<file path="src/hw/fog_pkg.sv">
package fog_pkg;

	// converter and loop widths
	localparam int ADC_W  = 14;  // signed samples from the front-end ADC
	localparam int DAC_W  = 16;  // phase modulator DAC word
	localparam int WORD_W = 32;  // loop arithmetic and counter width
	localparam int GAIN_W = 5;   // shift range 0..31

	// clocks per timer increment, as on the board
	localparam int TIMER_TICKS = 10000;

	// a half period shorter than this leaves no room for the phase toggle
	localparam int MIN_HALF = 2;

	// one raw ADC sample
	typedef logic signed [ADC_W-1:0] adc_t;

	// DAC output word, wraps freely
	typedef logic [DAC_W-1:0] dac_t;

	// error, step, ramp, amplitudes, offsets
	typedef logic signed [WORD_W-1:0] word_t;

	// half period, settling wait, sync interval
	typedef logic [WORD_W-1:0] cnt_t;

	// feedback gain as a right shift
	typedef logic [GAIN_W-1:0] gain_t;

	// bias modulation state
	typedef enum logic {
		MOD_HIGH = 1'b0,  // first half after reset
		MOD_LOW  = 1'b1   // second half, period ends here
	} mod_phase_t;

endpackage

</file>
<file path="src/hw/fog_err_demod.sv">
`timescale 1ns/1ps

module fog_err_demod (
	input  logic                i_clk,
	input  logic                i_reset,
	input  fog_pkg::adc_t       i_adc,         // signed sample, one per clock
	input  fog_pkg::mod_phase_t i_phase,       // which sum the sample goes to
	input  fog_pkg::cnt_t       i_half_idx,    // position in the half period
	input  logic                i_period_stb,  // close the period this cycle
	input  fog_pkg::cnt_t       i_wait_cnt,    // settling cycles skipped per half
	input  logic                i_polarity,    // 1 flips the error sign
	input  fog_pkg::word_t      i_err_offset,
	output fog_pkg::word_t      o_err,
	output logic                o_err_stb
);
	import fog_pkg::*;

	word_t adc_ext;    // sample at loop width
	logic  sample_en;  // past the settling wait
	word_t sum_h;      // high half accumulator
	word_t sum_l;      // low half accumulator
	word_t sum_h_nxt;
	word_t sum_l_nxt;
	word_t diff;       // high minus low incl. this cycle
	word_t err_nxt;

	assign adc_ext   = word_t'(i_adc);  // sign extension from 14 bits
	assign sample_en = (i_half_idx >= i_wait_cnt);

	// current sample lands in one of the two sums
	always_comb begin
		sum_h_nxt = sum_h;
		sum_l_nxt = sum_l;
		if (sample_en) begin
			if (i_phase == MOD_HIGH) begin
				sum_h_nxt = sum_h + adc_ext;
			end else begin
				sum_l_nxt = sum_l + adc_ext;
			end
		end
	end

	// the period_stb cycle itself is still a sample cycle
	assign diff = sum_h_nxt - sum_l_nxt;

	// polarity first, then the offset
	always_comb begin
		if (i_polarity) begin
			err_nxt = -diff + i_err_offset;
		end else begin
			err_nxt = diff + i_err_offset;
		end
	end

	// sums restart every period
	always_ff @(posedge i_clk) begin
		if (i_reset) begin
			sum_h <= '0;
			sum_l <= '0;
		end else if (i_period_stb) begin
			sum_h <= '0;
			sum_l <= '0;
		end else begin
			sum_h <= sum_h_nxt;
			sum_l <= sum_l_nxt;
		end
	end

	// error register, one cycle behind period_stb
	always_ff @(posedge i_clk) begin
		if (i_reset) begin
			o_err     <= '0;
			o_err_stb <= 1'b0;
		end else begin
			o_err_stb <= i_period_stb;
			if (i_period_stb) begin
				o_err <= err_nxt;  // held until the next period closes
			end
		end
	end

endmodule

</file>
<file path="src/hw/fog_feedback.sv">
`timescale 1ns/1ps

module fog_feedback (
	input  logic           i_clk,
	input  logic           i_reset,
	input  fog_pkg::word_t i_err,        // per-period demodulated error
	input  logic           i_err_stb,    // i_err is new this cycle
	input  logic           i_fb_on,      // 0 runs the ramp open loop
	input  fog_pkg::gain_t i_gain_sel,   // loop gain as 2^-n
	input  fog_pkg::word_t i_const_step, // step used with feedback off
	input  fog_pkg::word_t i_mod_value,  // bias modulation level
	output fog_pkg::word_t o_step,
	output fog_pkg::word_t o_ramp,
	output fog_pkg::dac_t  o_dac
);
	import fog_pkg::*;

	word_t err_scaled;  // error after gain shift
	word_t step_nxt;
	dac_t  dac_nxt;

	// arithmetic shift keeps the sign of the error
	assign err_scaled = i_err >>> i_gain_sel;

	always_comb begin
		if (i_fb_on) begin
			step_nxt = o_step + err_scaled;  // integrate
		end else begin
			step_nxt = i_const_step;
		end
	end

	// both wrap modulo 2^16, the DAC sees only the low word
	assign dac_nxt = o_ramp[DAC_W-1:0] + i_mod_value[DAC_W-1:0];

	// step integrator and phase ramp move together once per period
	always_ff @(posedge i_clk) begin
		if (i_reset) begin
			o_step <= '0;
			o_ramp <= '0;
		end else if (i_err_stb) begin
			o_step <= step_nxt;
			o_ramp <= o_ramp + o_step;  // old step, wraps at 32 bits
		end
	end

	// DAC word refreshed every clock so the modulation edges pass through
	always_ff @(posedge i_clk) begin
		if (i_reset) begin
			o_dac <= '0;
		end else begin
			o_dac <= dac_nxt;  // one cycle behind mod_value
		end
	end

endmodule

</file>
<file path="src/hw/fog_mod_gen.sv">
`timescale 1ns/1ps

module fog_mod_gen (
	input  logic                i_clk,
	input  logic                i_reset,
	input  fog_pkg::cnt_t       i_freq_cnt,   // half period in clocks
	input  fog_pkg::word_t      i_amp_h,      // level of the high half
	input  fog_pkg::word_t      i_amp_l,      // level of the low half
	output fog_pkg::mod_phase_t o_phase,
	output fog_pkg::word_t      o_mod_value,
	output logic                o_half_stb,   // last cycle of either half
	output logic                o_period_stb, // last cycle of the low half
	output fog_pkg::cnt_t       o_half_idx    // position inside current half
);
	import fog_pkg::*;

	cnt_t half_len;  // clamped half period
	logic half_end;

	// anything below MIN_HALF is stretched
	assign half_len = (i_freq_cnt < cnt_t'(MIN_HALF)) ? cnt_t'(MIN_HALF) : i_freq_cnt;

	// >= so a shrinking setting still ends the half
	assign half_end = (o_half_idx >= half_len - cnt_t'(1));

	// in-half counter and phase FSM
	always_ff @(posedge i_clk) begin
		if (i_reset) begin
			o_half_idx <= '0;
			o_phase    <= MOD_HIGH;  // waveform always starts high
		end else if (half_end) begin
			o_half_idx <= '0;
			case (o_phase)
				MOD_HIGH: o_phase <= MOD_LOW;
				MOD_LOW:  o_phase <= MOD_HIGH;
				default:  o_phase <= MOD_HIGH;
			endcase
		end else begin
			o_half_idx <= o_half_idx + cnt_t'(1);
		end
	end

	assign o_half_stb   = half_end;
	assign o_period_stb = half_end && (o_phase == MOD_LOW);  // full period done

	// level follows the phase directly, no extra stage
	assign o_mod_value = (o_phase == MOD_HIGH) ? i_amp_h : i_amp_l;

endmodule

</file>
<file path="src/hw/fog_timebase.sv">
`timescale 1ns/1ps

module fog_timebase #(
	parameter int ticks = fog_pkg::TIMER_TICKS  // clocks per timer count
) (
	input  logic           i_clk,
	input  logic           i_reset,
	input  fog_pkg::cnt_t  i_sync_count,  // sync pulse interval in clocks
	input  logic           i_timer_rst,   // holds the timer at zero
	output logic           o_sync,
	output fog_pkg::word_t o_timer
);
	import fog_pkg::*;

	cnt_t sync_cnt;  // clocks since the last pulse
	cnt_t tick_cnt;  // prescaler for the timer
	logic sync_hit;
	logic tick_hit;

	// 0 as interval never matches, so no pulses
	assign sync_hit = (sync_cnt == i_sync_count - cnt_t'(1));
	assign tick_hit = (tick_cnt == cnt_t'(ticks - 1));

	// sync interval counter, pulse lasts one clock
	always_ff @(posedge i_clk) begin
		if (i_reset) begin
			sync_cnt <= '0;
			o_sync   <= 1'b0;
		end else begin
			o_sync   <= sync_hit;
			sync_cnt <= sync_hit ? '0 : sync_cnt + cnt_t'(1);
		end
	end

	// free-running timer, cleared by software
	always_ff @(posedge i_clk) begin
		if (i_reset || i_timer_rst) begin
			tick_cnt <= '0;
			o_timer  <= '0;
		end else if (tick_hit) begin
			tick_cnt <= '0;
			o_timer  <= o_timer + word_t'(1);
		end else begin
			tick_cnt <= tick_cnt + cnt_t'(1);
		end
	end

endmodule

</file>
<file path="src/hw/iris_top.sv">
`timescale 1ns/1ps

module iris_top #(
	parameter int ticks = fog_pkg::TIMER_TICKS  // passed to the timer prescaler
) (
	input  logic           i_clk,
	input  logic           i_reset,
	input  fog_pkg::adc_t  i_adc,
	input  fog_pkg::cnt_t  i_freq_cnt,
	input  fog_pkg::cnt_t  i_wait_cnt,
	input  fog_pkg::cnt_t  i_sync_count,
	input  fog_pkg::word_t i_amp_h,
	input  fog_pkg::word_t i_amp_l,
	input  fog_pkg::word_t i_err_offset,
	input  fog_pkg::word_t i_const_step,
	input  logic           i_polarity,
	input  logic           i_fb_on,
	input  logic           i_timer_rst,
	input  fog_pkg::gain_t i_gain_sel,
	output fog_pkg::dac_t  o_dac,
	output fog_pkg::word_t o_err,
	output fog_pkg::word_t o_step,
	output fog_pkg::word_t o_phase_ramp,
	output fog_pkg::word_t o_timer,
	output logic           o_err_stb,
	output logic           o_sync
);
	import fog_pkg::*;

	mod_phase_t mod_phase;
	word_t      mod_value;
	logic       period_stb;
	cnt_t       half_idx;  // shared with the demodulator wait gate

	fog_mod_gen u_mod_gen (
		.i_clk        (i_clk),
		.i_reset      (i_reset),
		.i_freq_cnt   (i_freq_cnt),
		.i_amp_h      (i_amp_h),
		.i_amp_l      (i_amp_l),
		.o_phase      (mod_phase),
		.o_mod_value  (mod_value),
		.o_half_stb   (),            // demod works off half_idx instead
		.o_period_stb (period_stb),
		.o_half_idx   (half_idx)
	);

	fog_err_demod u_err_demod (
		.i_clk        (i_clk),
		.i_reset      (i_reset),
		.i_adc        (i_adc),
		.i_phase      (mod_phase),
		.i_half_idx   (half_idx),
		.i_period_stb (period_stb),
		.i_wait_cnt   (i_wait_cnt),
		.i_polarity   (i_polarity),
		.i_err_offset (i_err_offset),
		.o_err        (o_err),
		.o_err_stb    (o_err_stb)
	);

	// error also feeds the step integrator
	fog_feedback u_feedback (
		.i_clk        (i_clk),
		.i_reset      (i_reset),
		.i_err        (o_err),
		.i_err_stb    (o_err_stb),
		.i_fb_on      (i_fb_on),
		.i_gain_sel   (i_gain_sel),
		.i_const_step (i_const_step),
		.i_mod_value  (mod_value),
		.o_step       (o_step),
		.o_ramp       (o_phase_ramp),
		.o_dac        (o_dac)
	);

	fog_timebase #(
		.ticks (ticks)
	) u_timebase (
		.i_clk        (i_clk),
		.i_reset      (i_reset),
		.i_sync_count (i_sync_count),
		.i_timer_rst  (i_timer_rst),
		.o_sync       (o_sync),
		.o_timer      (o_timer)
	);

endmodule

</file>
<file path="config.mk">
export PLATFORM = sky130hd
export DESIGN_NAME = iris_top
export DESIGN_NICKNAME = d
export VERILOG_FILES = /design/src/hw/fog_pkg.sv /design/src/hw/fog_err_demod.sv /design/src/hw/fog_feedback.sv /design/src/hw/fog_mod_gen.sv /design/src/hw/fog_timebase.sv /design/src/hw/iris_top.sv
export SDC_FILE = /design/constraint.sdc
export NUM_CORES = 1
export LEC_CHECK = 0
export ABC_AREA = 1
export BUFFER_PORTS_ARGS = -buffer_cell sky130_fd_sc_hd__clkbuf_2
export CORE_MARGIN = 2
export CORE_UTILIZATION = 49
export DETAILED_ROUTE_END_ITERATION = 10
export PLACE_DENSITY_LB_ADDON = 0.08
export SLEW_MARGIN = 20
export SYNTH_ARGS = -nofsm -noshare
export SYNTH_HDL_FRONTEND = slang
export SYNTH_SLANG_ARGS = --single-unit
</file>
<file path="constraint.sdc">
create_clock -name i_clk -period 8.43 [get_ports i_clk]
set_input_delay 0.843 -clock i_clk [delete_from_list [all_inputs] [get_ports i_clk]]
set_output_delay 0.843 -clock i_clk [all_outputs]
set_load 0.02 [all_outputs]
</file>
==> metrics.csv <==
metric,value,unit
status,"finished, final reports clean",
grt_usage,0.284,
p_per_area,110,nW/um^2
cts_tree,done,
slowest_delay,0.40,ns
worstHoldPathType,flop to flop,
grt_pass1_vias,28200,
clk_path_buf_depth,3,
synth_common_cells,"nand2_1, inv_1, nor2_1",
gr-total-overflow,0,
yosys_register_bits,307,
max_freq,142,MHz
die_y,250,um
maxCapViolations,0,
grt_pass1_wl,145000,um
finalSetupViolCount,0,
crit_top_cell,nand2_1,
cts_setup_buffers,0,
cp-start-kind,flop,
synth_cells,4747,
dp_hpwl,74600,um
worst_skew_pair.late_latency,0.58,ns
die_area,62500,sq um
wl_met3,4860,um
ff2ff_path_depth,44,
final_cells,5877,
initialDrtViolationCount,2005,
nNetsFinal,5591,
cts_sinks,307,
cts_root_buf,clkbuf_16,
grt_max_degree,67,
critPathArrivalTime,7.50,ns
ios,394,
drive_gt1_frac,0.100,
routed.top_layer,met5,
hold_start,u_timebase.tick_cnt[0],
clk_pin_slew,0.06,ns
hold_ws,0.466,ns
fp.dieW,250,um
required,8.86,ns
synth_top_area_share,0.207,
fin_ws,1.36,ns
avgSynthCellArea,6.25,sq um
ir_drop,0.000140,V
placed_cells,5804,
yosysTopAreaCell,dfxtp_1,
crit_path_max_fanout,33,
cts_hold_buf,0,
clock_skew,0.0278,ns
critPathSlowestCell,buf_4,
yosysSeqAreaShare,0.207,
dr.pass1.iters,5,
synth.most_common_cell,nand2_1,
hold_end,u_timebase.tick_cnt[0],
slew_violations,0,
max_slew_margin,0.281,
n_antenna_cell,0,
area_growth,13.1,%
synth-edff-count,0,
numCtsBuffers,40,
ys_top_cells_by_area,"dfxtp_1, nand2_1, ha_1, inv_1, nor2_1",
wl_per_cell,15.6,um
rsz0062_at_grt,no,
coreArea,60100,sq um
wl,91500,um
initial_core_util,0.493,
async_flop_share,0,
final_hold_viol_count,0,
rrSetupSlack,1.36,ns
pre_cts_slack,0.784,ns
period_share,0.838,
reg2reg_from,u_mod_gen.o_half_idx[14],
hold_depth,1,
rows,90,
fillCellCount,6223,
tightest_slew,1.07,ns
final_util,0.558,
synth_flop_cell,dfxtp_1,
cts_resized,0,
ys_warn_count,0,
route.detailed.drc,0,
worstSetupPathType,flop to flop,
fin_tns_setup,0,ns
r2r_end,u_err_demod.o_err[28],
wl_met1,42000,um
port_buffers,361,
gp_congestion,0.989,
grt_antenna_before_repair,4,
min_period,7.07,ns
detail-route-antenna-nets,0,
p_leak,17.0,nW
vias,31000,
syn-cell-area,29700,sq um
ys_types,58,
cts_max_level,2,
syn-num-nets,5274,
endpoint_kind,flop,
avgViaCountPerCell,5.27,
dr_wl_met2,41800,um
-- layer usage --
metal | vias up | GRT usage
met3 | 133 | 0.0371
met1 | 13800 | 0.373
li1 | 16200 | -
met4 | 8 | 0.0905
met2 | 742 | 0.480
met5 | - | 0
-- cell families after synthesis --
logic type	synth area share
AND/OR/NAND/NOR	0.306
AO/OA/AOI/OAI	0.168
buffers and inverters	0.0986
flip-flops	0.207
XOR/XNOR	0.0901
adder cells (fa/ha/maj)	0.119
multiplexers	0.0108
-- where the power goes --
part / switching, W / total, W / internal [W]
logic: 0.000283 / 0.000447 / 0.000164
registers: 0.00000438 / 0.00146 / 0.00146
clock network: 0.000715 / 0.00180 / 0.00108
-- metrics by stage --
step	cell area [sq um]	total power (W)
CTS	33600	0.00375
detailed placement	32200	0.00194
floorplan	29700	0.00179
finish	33600	0.00371
global route	33600	0.00387
global placement	32200	0.00193
-- sequential cells by signal (all words and copies together), names as in the netlist --
signal	count
u_err_demod.o_err	32
u_err_demod.o_err_stb	1
u_err_demod.sum_h	32
u_err_demod.sum_l	32
u_feedback.o_dac	16
u_feedback.o_ramp	32
u_feedback.o_step	32
u_mod_gen.o_half_idx	32
u_mod_gen.o_phase	1
u_timebase.o_sync	1
u_timebase.o_timer	32
u_timebase.sync_cnt	32
u_timebase.tick_cnt	32
-- worst max-delay path by stage --
stage	depth (start not counted)	slack (ns)	start	endpoint
6_report	44	1.36	u_mod_gen.o_half_idx[14]	u_err_demod.o_err[28]
5_1_grt	38	0.51	i_adc[3]	u_err_demod.o_err[31]
4_1_cts	44	1.34	u_mod_gen.o_half_idx[14]	u_err_demod.o_err[28]
3_5_place_dp	46	0.78	i_wait_cnt[15]	u_err_demod.o_err[28]
3_3_place_gp	46	0.84	i_wait_cnt[15]	u_err_demod.o_err[28]
2_1_floorplan	40	2.21	i_wait_cnt[7]	u_err_demod.o_err[28]
-- worst max-delay path, delay by kind of cell, from the launching register on --
family,cells,cell delay [ns]
adders and majority gates,4,1.26
buffers and inverters,5,0.84
DFF,1,0.39
AOI/OAI and AO/OA,4,0.66
and+or+nand+nor,29,3.44
xor gates and xnor gates,2,0.34
-- placed cells by master, fill, tap and decap left out, types with 96 or more instances in the layout --
cell | Yosys | routed
a21oi_1 | 373 | 373
clkbuf_2 | 0 | 361
dfxtp_1 | 307 | 306
ha_1 | 272 | 272
inv_1 | 662 | 661
nand2_1 | 1091 | 1090
nand3_1 | 162 | 162
nor2_1 | 564 | 564
nor3_1 | 111 | 111
o21ai_0 | 337 | 337
xnor2_1 | 96 | 96
xor2_1 | 209 | 209
-- area by class of cell --
cell class                      count  area [sq um]  area share
Tap cell                          782           978      0.0292
Inverter                          667          2500      0.0746
Clock inverter                     17           224     0.00667
Timing Repair Buffer              380          1950      0.0581
Multi-Input combinational cell   3668         20600       0.614
Clock buffer                       56          1150      0.0343
Sequential cell                   307          6150       0.183
Note: power is estimated with default switching activity, not from simulation.
